$ cat src/design/mem_pkg.sv
////////////////////////////////////////////////////////////
// memory stage package
// widths, bus commands, cache geometry and shared structs
////////////////////////////////////////////////////////////
package mem_pkg;

  ////////////////////////////////////////////////////////////
  // widths and bus commands
  ////////////////////////////////////////////////////////////
  typedef logic [63:0] addr_t;     // byte address
  typedef logic [63:0] data_t;     // one 64-bit word
  typedef logic [3:0]  mem_tag_t;  // zero means no transaction

  typedef enum logic [1:0] {
    BUS_NONE  = 2'h0,
    BUS_LOAD  = 2'h1,
    BUS_STORE = 2'h2
  } bus_cmd_e;

  ////////////////////////////////////////////////////////////
  // geometry and timing
  ////////////////////////////////////////////////////////////
  localparam int OFS_BITS     = 3;                          // byte offset inside a word
  localparam int CACHE_LINES  = 16;                         // one word per line
  localparam int IDX_BITS     = 4;                          // index is addr[6:3]
  localparam int TAG_BITS     = 64 - IDX_BITS - OFS_BITS;   // addr[63:7]
  localparam int MEM_WORDS    = 256;
  localparam int MEM_SEL_BITS = $clog2(MEM_WORDS);          // word select is addr[10:3]
  localparam int LOAD_LATENCY = 4;                          // accept to data return

  typedef logic [TAG_BITS-1:0] cache_tag_t;

  ////////////////////////////////////////////////////////////
  // structs between stages
  ////////////////////////////////////////////////////////////
  typedef struct packed {
    logic  rd_mem;    // load this cycle
    logic  wr_mem;    // store this cycle
    addr_t rd_addr;   // load address or alu result
    addr_t wr_addr;
    data_t wr_data;
  } mem_req_t;

  // store queue forwarding flags
  typedef struct packed {
    logic  data_valid;      // forwarded word present
    logic  data_not_found;  // an older store address is unknown
    data_t data;
  } sq_fwd_t;

  typedef struct packed {
    logic  valid;
    addr_t addr;
    data_t data;
  } fill_t;

  typedef struct packed {
    bus_cmd_e command;
    addr_t    addr;
    data_t    data;
  } dmem_req_t;

  typedef struct packed {
    mem_tag_t response;  // tag handed out at acceptance
    mem_tag_t tag;       // tag of the returning data
    data_t    data;
  } dmem_rsp_t;

endpackage

$ cat src/design/dcache.sv
////////////////////////////////////////////////////////////
// direct-mapped write-through data cache
// one outstanding miss, fills matched by memory tag
////////////////////////////////////////////////////////////
module dcache (
  input  logic                clock,
  input  logic                rst,
  input  logic                rd_en,     // load wants the cache
  input  mem_pkg::addr_t      rd_addr,
  input  logic                wr_en,     // store this cycle
  input  mem_pkg::addr_t      wr_addr,
  input  mem_pkg::data_t      wr_data,
  input  mem_pkg::dmem_rsp_t  dmem_rsp,
  output mem_pkg::data_t      rd_data,
  output logic                rd_valid,  // hit, rd_data usable
  output mem_pkg::fill_t      fill,      // miss return notice
  output mem_pkg::dmem_req_t  dmem_req
);
  import mem_pkg::*;

  typedef enum logic {
    IDLE,
    WAIT_DATA
  } state_e;

  ////////////////////////////////////////////////////////////
  // line storage
  ////////////////////////////////////////////////////////////
  logic [CACHE_LINES-1:0] line_valid;            // cleared by reset
  cache_tag_t             line_tag  [CACHE_LINES];
  data_t                  line_data [CACHE_LINES];

  logic [IDX_BITS-1:0] rd_idx;
  logic [IDX_BITS-1:0] wr_idx;
  logic [IDX_BITS-1:0] fill_idx;
  cache_tag_t          rd_tag;
  cache_tag_t          wr_tag;
  cache_tag_t          fill_tag;

  logic wr_hit;
  logic load_miss;   // miss with no request out yet
  logic bus_load;    // miss actually drives the bus
  logic ld_accept;   // memory took the load
  logic fill_match;  // returning tag is ours

  state_e   state;
  state_e   state_nxt;
  addr_t    miss_addr;  // address of the outstanding miss
  mem_tag_t miss_tag;   // tag memory gave that miss

  // address split
  assign rd_idx   = rd_addr[OFS_BITS +: IDX_BITS];
  assign rd_tag   = rd_addr[OFS_BITS+IDX_BITS +: TAG_BITS];
  assign wr_idx   = wr_addr[OFS_BITS +: IDX_BITS];
  assign wr_tag   = wr_addr[OFS_BITS+IDX_BITS +: TAG_BITS];
  assign fill_idx = miss_addr[OFS_BITS +: IDX_BITS];
  assign fill_tag = miss_addr[OFS_BITS+IDX_BITS +: TAG_BITS];

  // lookup, data comes straight out of the array
  assign rd_valid = rd_en && line_valid[rd_idx] && (line_tag[rd_idx] == rd_tag);
  assign rd_data  = line_data[rd_idx];
  assign wr_hit   = wr_en && line_valid[wr_idx] && (line_tag[wr_idx] == wr_tag);

  assign load_miss  = (state == IDLE) && rd_en && !rd_valid;
  assign bus_load   = load_miss && !wr_en;          // store owns the bus first
  assign ld_accept  = bus_load && (dmem_rsp.response != '0);
  assign fill_match = (state == WAIT_DATA) && (dmem_rsp.tag == miss_tag);

  ////////////////////////////////////////////////////////////
  // bus command, store priority
  ////////////////////////////////////////////////////////////
  always_comb begin
    dmem_req.command = BUS_NONE;
    dmem_req.addr    = rd_addr;
    dmem_req.data    = '0;
    if (wr_en) begin
      dmem_req.command = BUS_STORE;  // write-through, every store goes out
      dmem_req.addr    = wr_addr;
      dmem_req.data    = wr_data;
    end else if (bus_load) begin
      dmem_req.command = BUS_LOAD;
    end
  end

  // fill notice for the load queue, same cycle as the return
  always_comb begin
    fill.valid = fill_match;
    fill.addr  = miss_addr;
    fill.data  = dmem_rsp.data;
  end

  ////////////////////////////////////////////////////////////
  // miss fsm
  ////////////////////////////////////////////////////////////
  always_comb begin
    state_nxt = state;
    case (state)
      IDLE: begin
        if (ld_accept) begin
          state_nxt = WAIT_DATA;
        end
      end
      WAIT_DATA: begin
        if (fill_match) begin
          state_nxt = IDLE;  // next cycle hits
        end
      end
      default: state_nxt = IDLE;
    endcase
  end

  always_ff @(posedge clock) begin
    if (rst) begin
      state    <= IDLE;
      miss_tag <= '0;
    end else begin
      state <= state_nxt;
      if (ld_accept) begin
        miss_tag <= dmem_rsp.response;
      end
    end
  end

  always_ff @(posedge clock) begin
    if (ld_accept) begin
      miss_addr <= rd_addr;
    end
  end

  // valid bits
  always_ff @(posedge clock) begin
    if (rst) begin
      line_valid <= '0;
    end else if (fill_match) begin
      line_valid[fill_idx] <= 1'b1;
    end
  end

  // tag and data arrays
  always_ff @(posedge clock) begin
    if (fill_match) begin
      line_tag[fill_idx]  <= fill_tag;
      line_data[fill_idx] <= dmem_rsp.data;
    end
    if (wr_hit) begin
      line_data[wr_idx] <= wr_data;  // later store wins over a fill
    end
  end

endmodule

$ cat src/design/mem_stage.sv
////////////////////////////////////////////////////////////
// memory access stage
// store queue gating, result select and stall
////////////////////////////////////////////////////////////
module mem_stage (
  input  logic                clock,
  input  logic                rst,
  input  mem_pkg::mem_req_t   req,       // held by upstream while stall
  input  mem_pkg::sq_fwd_t    sq,        // store queue forwarding
  input  mem_pkg::dmem_rsp_t  dmem_rsp,
  output mem_pkg::data_t      result,    // to writeback
  output logic                stall,
  output mem_pkg::fill_t      fill,
  output mem_pkg::dmem_req_t  dmem_req
);
  import mem_pkg::*;

  logic  cache_rd_en;    // load that the cache must serve
  data_t cache_data;
  logic  cache_valid;

  // no cache read when the queue forwards or an older address is open
  assign cache_rd_en = req.rd_mem && !sq.data_valid && !sq.data_not_found;

  ////////////////////////////////////////////////////////////
  // result and stall
  ////////////////////////////////////////////////////////////
  always_comb begin
    if (!req.rd_mem) begin
      result = req.rd_addr;      // alu result passes through
    end else if (sq.data_valid) begin
      result = sq.data;          // forwarded from the store queue
    end else begin
      result = cache_data;
    end
  end

  // forwarding never stalls, unknown store address always does
  assign stall = req.rd_mem && !sq.data_valid && (sq.data_not_found || !cache_valid);

  dcache dcache_i (
    .clock    (clock),
    .rst      (rst),
    .rd_en    (cache_rd_en),
    .rd_addr  (req.rd_addr),
    .wr_en    (req.wr_mem),
    .wr_addr  (req.wr_addr),
    .wr_data  (req.wr_data),
    .dmem_rsp (dmem_rsp),
    .rd_data  (cache_data),
    .rd_valid (cache_valid),
    .fill     (fill),
    .dmem_req (dmem_req)
  );

endmodule

$ cat config.mk
export PLATFORM = sky130hd
export DESIGN_NAME = mem_stage
export DESIGN_NICKNAME = d
export VERILOG_FILES = /design/src/design/mem_pkg.sv /design/src/design/dcache.sv /design/src/design/mem_stage.sv
export SDC_FILE = /design/constraint.sdc
export NUM_CORES = 2
export LEC_CHECK = 0
export BUFFER_PORTS_ARGS = -buffer_cell sky130_fd_sc_hd__buf_4
export CORE_ASPECT_RATIO = 2
export CORE_MARGIN = 1
export CORE_UTILIZATION = 47
export DETAILED_ROUTE_END_ITERATION = 8
export MAX_ROUTING_LAYER = met4
export SYNTH_ARGS = -nofsm -noshare
export SYNTH_HDL_FRONTEND = slang
export SYNTH_SLANG_ARGS = --single-unit
$ cat constraint.sdc
create_clock -name clock -period 8.1 [get_ports clock]
set_input_delay 0.405 -clock clock [delete_from_list [all_inputs] [get_ports clock]]
set_output_delay 0.405 -clock clock [all_outputs]
set_load 0.01 [all_outputs]
Yosys cells after proc, flatten, opt, wreduce, memory -nomap -nowiden
Memory sizes are Yosys's and may differ from the RTL's.
Index checks and enable logic that the tools add are counted.
Widths: inputs -> output; s select.
Storage, ports and cells
  register bits after elaboration: 85
  latch bits: 0
  memory bits (writable): 1936
  bits in read-only memories: 0
  input port bits: 334
  output and inout bits: 324
  logic and storage cells: 52
  memories: 2
Cells by class
  $add $sub $neg: 0
  multiply operators: 0
  divide/modulo/power cells: 0
  magnitude comparators: 4
  equal/unequal tests: 3
  shift operators: 0
  mux-type cells: 18
  bitwise gates (word level): 2
  reduce and logical (&&, ||, !) cells: 19
Memory list
  dcache_i.line_data: words 16, bits a word 64, read ports 1, clocked after Yosys merged registers in 0, wr ports 2, RTL line dcache.sv:31  | data_t line_data [CACHE_LINES];
  dcache_i.line_tag: words 16, bits a word 57, read ports 2, clocked after Yosys merged registers in 0, wr ports 1, RTL line dcache.sv:30  | cache_tag_t line_tag [CACHE_LINES];
Operators with widths (count)
  $mux 128: 1
  $mux 64: 2
  $eq 57x57->1: 2
  $or 16x16->16: 1
  $lt 4x5->1 const B: 3
  $logic_and 1x1->1: 13
  $mux 1: 10
  $bmux 1 s4: 2
  $demux 1 s4: 1
  $eq 4x4->1: 1
  $ge 4x1->1 const B: 1
  $logic_not 1->1: 4
  $reduce_bool 4->1: 1
  $mux 2: 1
  $pmux 1 s2: 1
  $logic_or 1x1->1: 1
  $not 1->1: 1

Depth between registers and ports, before layout
  depth in word-level cells: 11
  mapped depth: 17
  gate-level depth less buffers: 10

By module
From an unflattened synthesis, not the netlist that was laid out.
Second synthesis, totals
  cells, all modules: 5514
  area, all modules: 100815.4 µm²
By module, submodules not included
  dcache: instances 1, cells each 5297, area each 99412.8 µm², sequential area each 60478.0 µm²
  mem_stage: instances 1, cells each 217, area each 1402.6 µm², sequential area each 0.0 µm²

Worst setup path after synthesis
No wires, ideal clock.
  kind: input-to-reg
  start: in dmem_rsp[66] (netlist bit)
  end: mem dcache_i.line_data[4][0] (netlist bit), enable pin
  setup time: 398 ps
  arrival: 6716 ps
  required time: 7702 ps
  slack: 986 ps
  stages: 6
  buffers on the path: 0
  cell sequence: xor2_1 > nor4_1 > nand2_1 > or2_2 > nor3_1 > a31o_2
RTL lines
  start: declaration: RTL line mem_stage.sv:10  | input mem_pkg::dmem_rsp_t dmem_rsp,
  end: declaration: RTL line dcache.sv:31

==> reports/summary.md <==
The run finished with clean final reports. The synthesized design contains 2021 register bits. A synthesized cell averages 18.08 µm².

The slowest stage of the critical path belongs to the cell sky130_fd_sc_hd__xnor2_1. Of the cells placed in the final design, the portion with a size suffix greater than 1 is 46.31%. Summing over every cut layer, the via total after detailed routing is 60770. The delay contributed by the slowest stage of the critical path works out to 0.84 ns. After detailed routing, the total wire length is 361700 µm. Measured along the y axis, the die boundary spans 657.6 µm.

The routed wire length on met2 was 180400 µm. The hold path depth was 2. STA classifies the critical path endpoint as a flop. After routing the design area is 116800 µm². The area growth from synthesis to layout is 15.60%. The total number of clock tree sinks was 2021. In this design, the critical path's most frequently occurring cell is sky130_fd_sc_hd__buf_4. Number of non-filler instances in the completed layout: 9189. The static leakage was 39.45 nW; the first-pass GRT wire length was 493200 µm.

In this run the power density over the cells is 195.8 nW/µm². In the layout the commonest cells are 2000 x sky130_fd_sc_hd__edfxtp_1, 956 x sky130_fd_sc_hd__mux2_2, 790 x sky130_fd_sc_hd__buf_4. Counting every instance in the synthesized netlist gives 5587. Total clock buffers created by CTS: 190. The tools report the site row count as 240.

Traced cell by cell, the critical path runs through mux4_2, mux4_2, xnor2_1, nand4_1, nor4_1, buf_4, nand4_1, nor4_4, buf_4, buf_4, nand3_4, buf_12, mux2_1, dlygate4sd3_1. At the pin with the least slew margin, the transition time is 1.228 ns. Dividing the detail-routed wire length by the instance count gives 39.37 µm. The largest net degree at the start of global routing is 95, and the highest fanout seen on the critical path is 44. The tools report the iteration count of the initial detailed-routing pass as 6. The buffering stage count on the worst path with inverters included is 5. The run gives 60480 µm² as the area taken by flip-flops and latches.

Wire segments on met3 add up to 28390 µm in the final route. The most common cell after layout, fill and taps aside was sky130_fd_sc_hd__edfxtp_1. In this run the clock root is driven by a sky130_fd_sc_hd__clkbuf_16. The overall die area came out at 216900 µm². Synthesis produced a netlist with a net count of 5921. The worst register-to-register path has a depth of 14. The logs give 54.69% for the final core utilization and 0 for the synthesis warning total. In this run the tightest slew margin relative to its limit is 17.94%.

Input and output buffers added on the ports amount to 657. The time the worst path needs with I/O delays and setup is 6.314 ns. The number of enable flip-flop cells after synthesis came out at 2000. The number of routed nets with antenna violations is 0. The filler cells instantiated in the layout total 17010. The run gives 1.786 ns as the final worst-path setup slack. The highest metal layer carrying signal wires in the routed design is met4. Of all flip-flops after synthesis, the portion carrying an async set or reset was 0%. The run gives 0 as the final count of negative-setup-slack endpoints. The logs give 0 for the number of maximum-capacitance violations and 8.69 ns for the worst path required time. In the final layout, the multi-input gates occupy 38010 µm². The maximum buffer depth of the clock tree was 4; the power after layout was 22.86 mW. The startpoint kind of the worst setup timing path is a flop.

Using the TritonRoute via totals, the vias-per-cell ratio works out to 6.613. The clock input transition at the sequential cells of the worst setup and hold paths was 0.06 ns. Setup repair after global routing left no endpoint under its margin. The run gives 34.20% as the global-route total usage across every layer.

The cell area that synthesis handed to floorplanning was 101000 µm². The clock tree skew after final layout was 0.05107 ns; the width of the die was 329.8 µm. For this run, design rule violations remaining after detail routing come to 0. Sequential elements use 59.87% of the synthesized area.

Type of the tightest min-delay check: primary input to flop. For the worst setup path, the data arrival time is 6.90 ns. Across the VDD grid, the largest voltage drop is 0.1518 mV. In this run, placement finished with an instance count of 8619. In the final routing, the length of wire on met1 measures 127400 µm. Routability-driven placement finished with a final weighted congestion of 1.008. The region available for standard cell placement spans 213500 µm².

Synthesis instantiated 69 different standard cells from the library. Share of the cycle needed by the critical path after routing: 77.95%. Final number of max-transition violations: 0.

Across all hold checks on the routed design, the worst slack comes to 0.03237 ns. The via count of the first global-routing pass was 62000; the final global-route overflow total was 0. During I/O placement, the number of pins put on the boundary was 658. The final layout contains 6576 nets. The hold violation total from the final report is 0.

The worst setup path is of the flop to flop kind. Buffers added to address setup during post-CTS repair amount to 0. The H-tree was split into 4 levels. After legalization and detailed placement, the total HPWL measured 225800 µm.

The run gives 47.31% as the starting density of the core. For this block, the initial DRC count from the detailed router was 6977. Among all flip-flop cells after synthesis, the most frequent one is sky130_fd_sc_hd__edfxtp_1. Prior to clock tree synthesis, the placed netlist has a worst setup slack of 1.734 ns.

The initial antenna violation count is 35. TritonCTS built the clock tree. Family with the most delay on the worst path: buffers and inverters.

Counting buffers and inverters, the worst setup path is 14 cells deep. Clock latency on the worst-skew pair, taken at its later pin, is 0.88 ns. The fmax was 158.4 MHz; the placed standard-cell area was 108700 µm².

Summed over all failing endpoints, the final setup total negative slack is 0 ns.
[synth_stat cells, drive strengths merged, types with 21 or more instances]
cell type / number / area [µm²]
edfxtp: 2000 / 60060
mux2: 1103 / 12790
mux4: 764 / 17210
buf: 302 / 1740
clkbuf: 275 / 1032
mux2i: 239 / 2392
nor2: 141 / 529.3
nand2: 100 / 375.4
a21oi: 92 / 460.4
and2: 73 / 456.7
xor2: 52 / 455.4
a22oi: 48 / 360.4
xnor2: 47 / 411.6
o21ai: 35 / 175.2
nand3: 27 / 257.8
a221oi: 22 / 192.7
inv: 22 / 82.58
nand2b: 22 / 137.6
dfxtp: 21 / 420.4
[cell families after synthesis]
family / share of synthesized area, %
xor gates and xnor gates: 0.8584
AOI/OAI and AO/OA: 2.041
muxes: 32.06
buffers and inverters: 2.827
and+or+nand+nor: 2.339
DFF: 59.87
[timing repair]
item / CTS / global route
hold buffers: 214 / 0
gates resized for setup: 0 / 0
endpoints found under the hold margin: 812 / 0
[per-layer routing]
layer | track usage [%] | vias up
met5 | - | -
met4 | 19.88 | 0
met3 | 4.492 | 856
met2 | 56.00 | 3193
met1 | 40.42 | 32520
li1 | - | 24200
[worst reg2reg max path, stage by stage, from the launching register on]
cell	delay (ns)
sky130_fd_sc_hd__edfxtp_1	0.38
sky130_fd_sc_hd__mux4_2	0.49
sky130_fd_sc_hd__mux4_2	0.54
sky130_fd_sc_hd__xnor2_1	0.84
sky130_fd_sc_hd__nand4_1	0.17
sky130_fd_sc_hd__nor4_1	0.25
sky130_fd_sc_hd__buf_4	0.21
sky130_fd_sc_hd__nand4_1	0.20
sky130_fd_sc_hd__nor4_4	0.33
sky130_fd_sc_hd__buf_4	0.30
sky130_fd_sc_hd__buf_4	0.42
sky130_fd_sc_hd__nand3_4	0.46
sky130_fd_sc_hd__buf_12	0.43
sky130_fd_sc_hd__mux2_1	0.47
sky130_fd_sc_hd__dlygate4sd3_1	0.56
[where the power goes]
part,total [mW],internal (mW),switching (mW),leakage [nW]
clock,8.94,4.90,4.04,2.89
combinational,2.42,1.07,1.36,18.4
sequential,11.5,11.5,0.0422,18.1
[worst paths after layout]
kind	startpoint	end	slack [ns]
min	req[8]	dcache_i.line_data[0][8]$_DFFE_PP_	0.03
max	dcache_i.line_tag[15][14]$_DFFE_PP_	dcache_i.line_data[13][13]$_DFFE_PP_	1.79
max reg2reg	dcache_i.line_tag[15][14]$_DFFE_PP_	dcache_i.line_data[13][13]$_DFFE_PP_	1.79
min reg2reg	dcache_i.line_valid[3]$_SDFFE_PP0P_	dcache_i.line_valid[3]$_SDFFE_PP0P_	0.46
[registers in the layout, indices dropped and copies added, names as in the netlist]
signal               cells
dcache_i.line_data    1024
dcache_i.miss_tag        4
dcache_i.miss_addr      64
dcache_i.line_tag      912
dcache_i.state           1
dcache_i.line_valid     16
[final cells by class]
| type | instances | area share (%) |
|---|---|---|
| inverters | 22 | 0.08786 |
| well taps | 2783 | 2.982 |
| diodes | 21 | 0.04500 |
| clock inverters | 93 | 0.7222 |
| multi-input cells | 2967 | 32.55 |
| clock buffers | 242 | 4.346 |
| flip-flops and latches | 2021 | 51.79 |
| repair buffers | 1040 | 7.478 |
(Power assumes the default switching activity.)
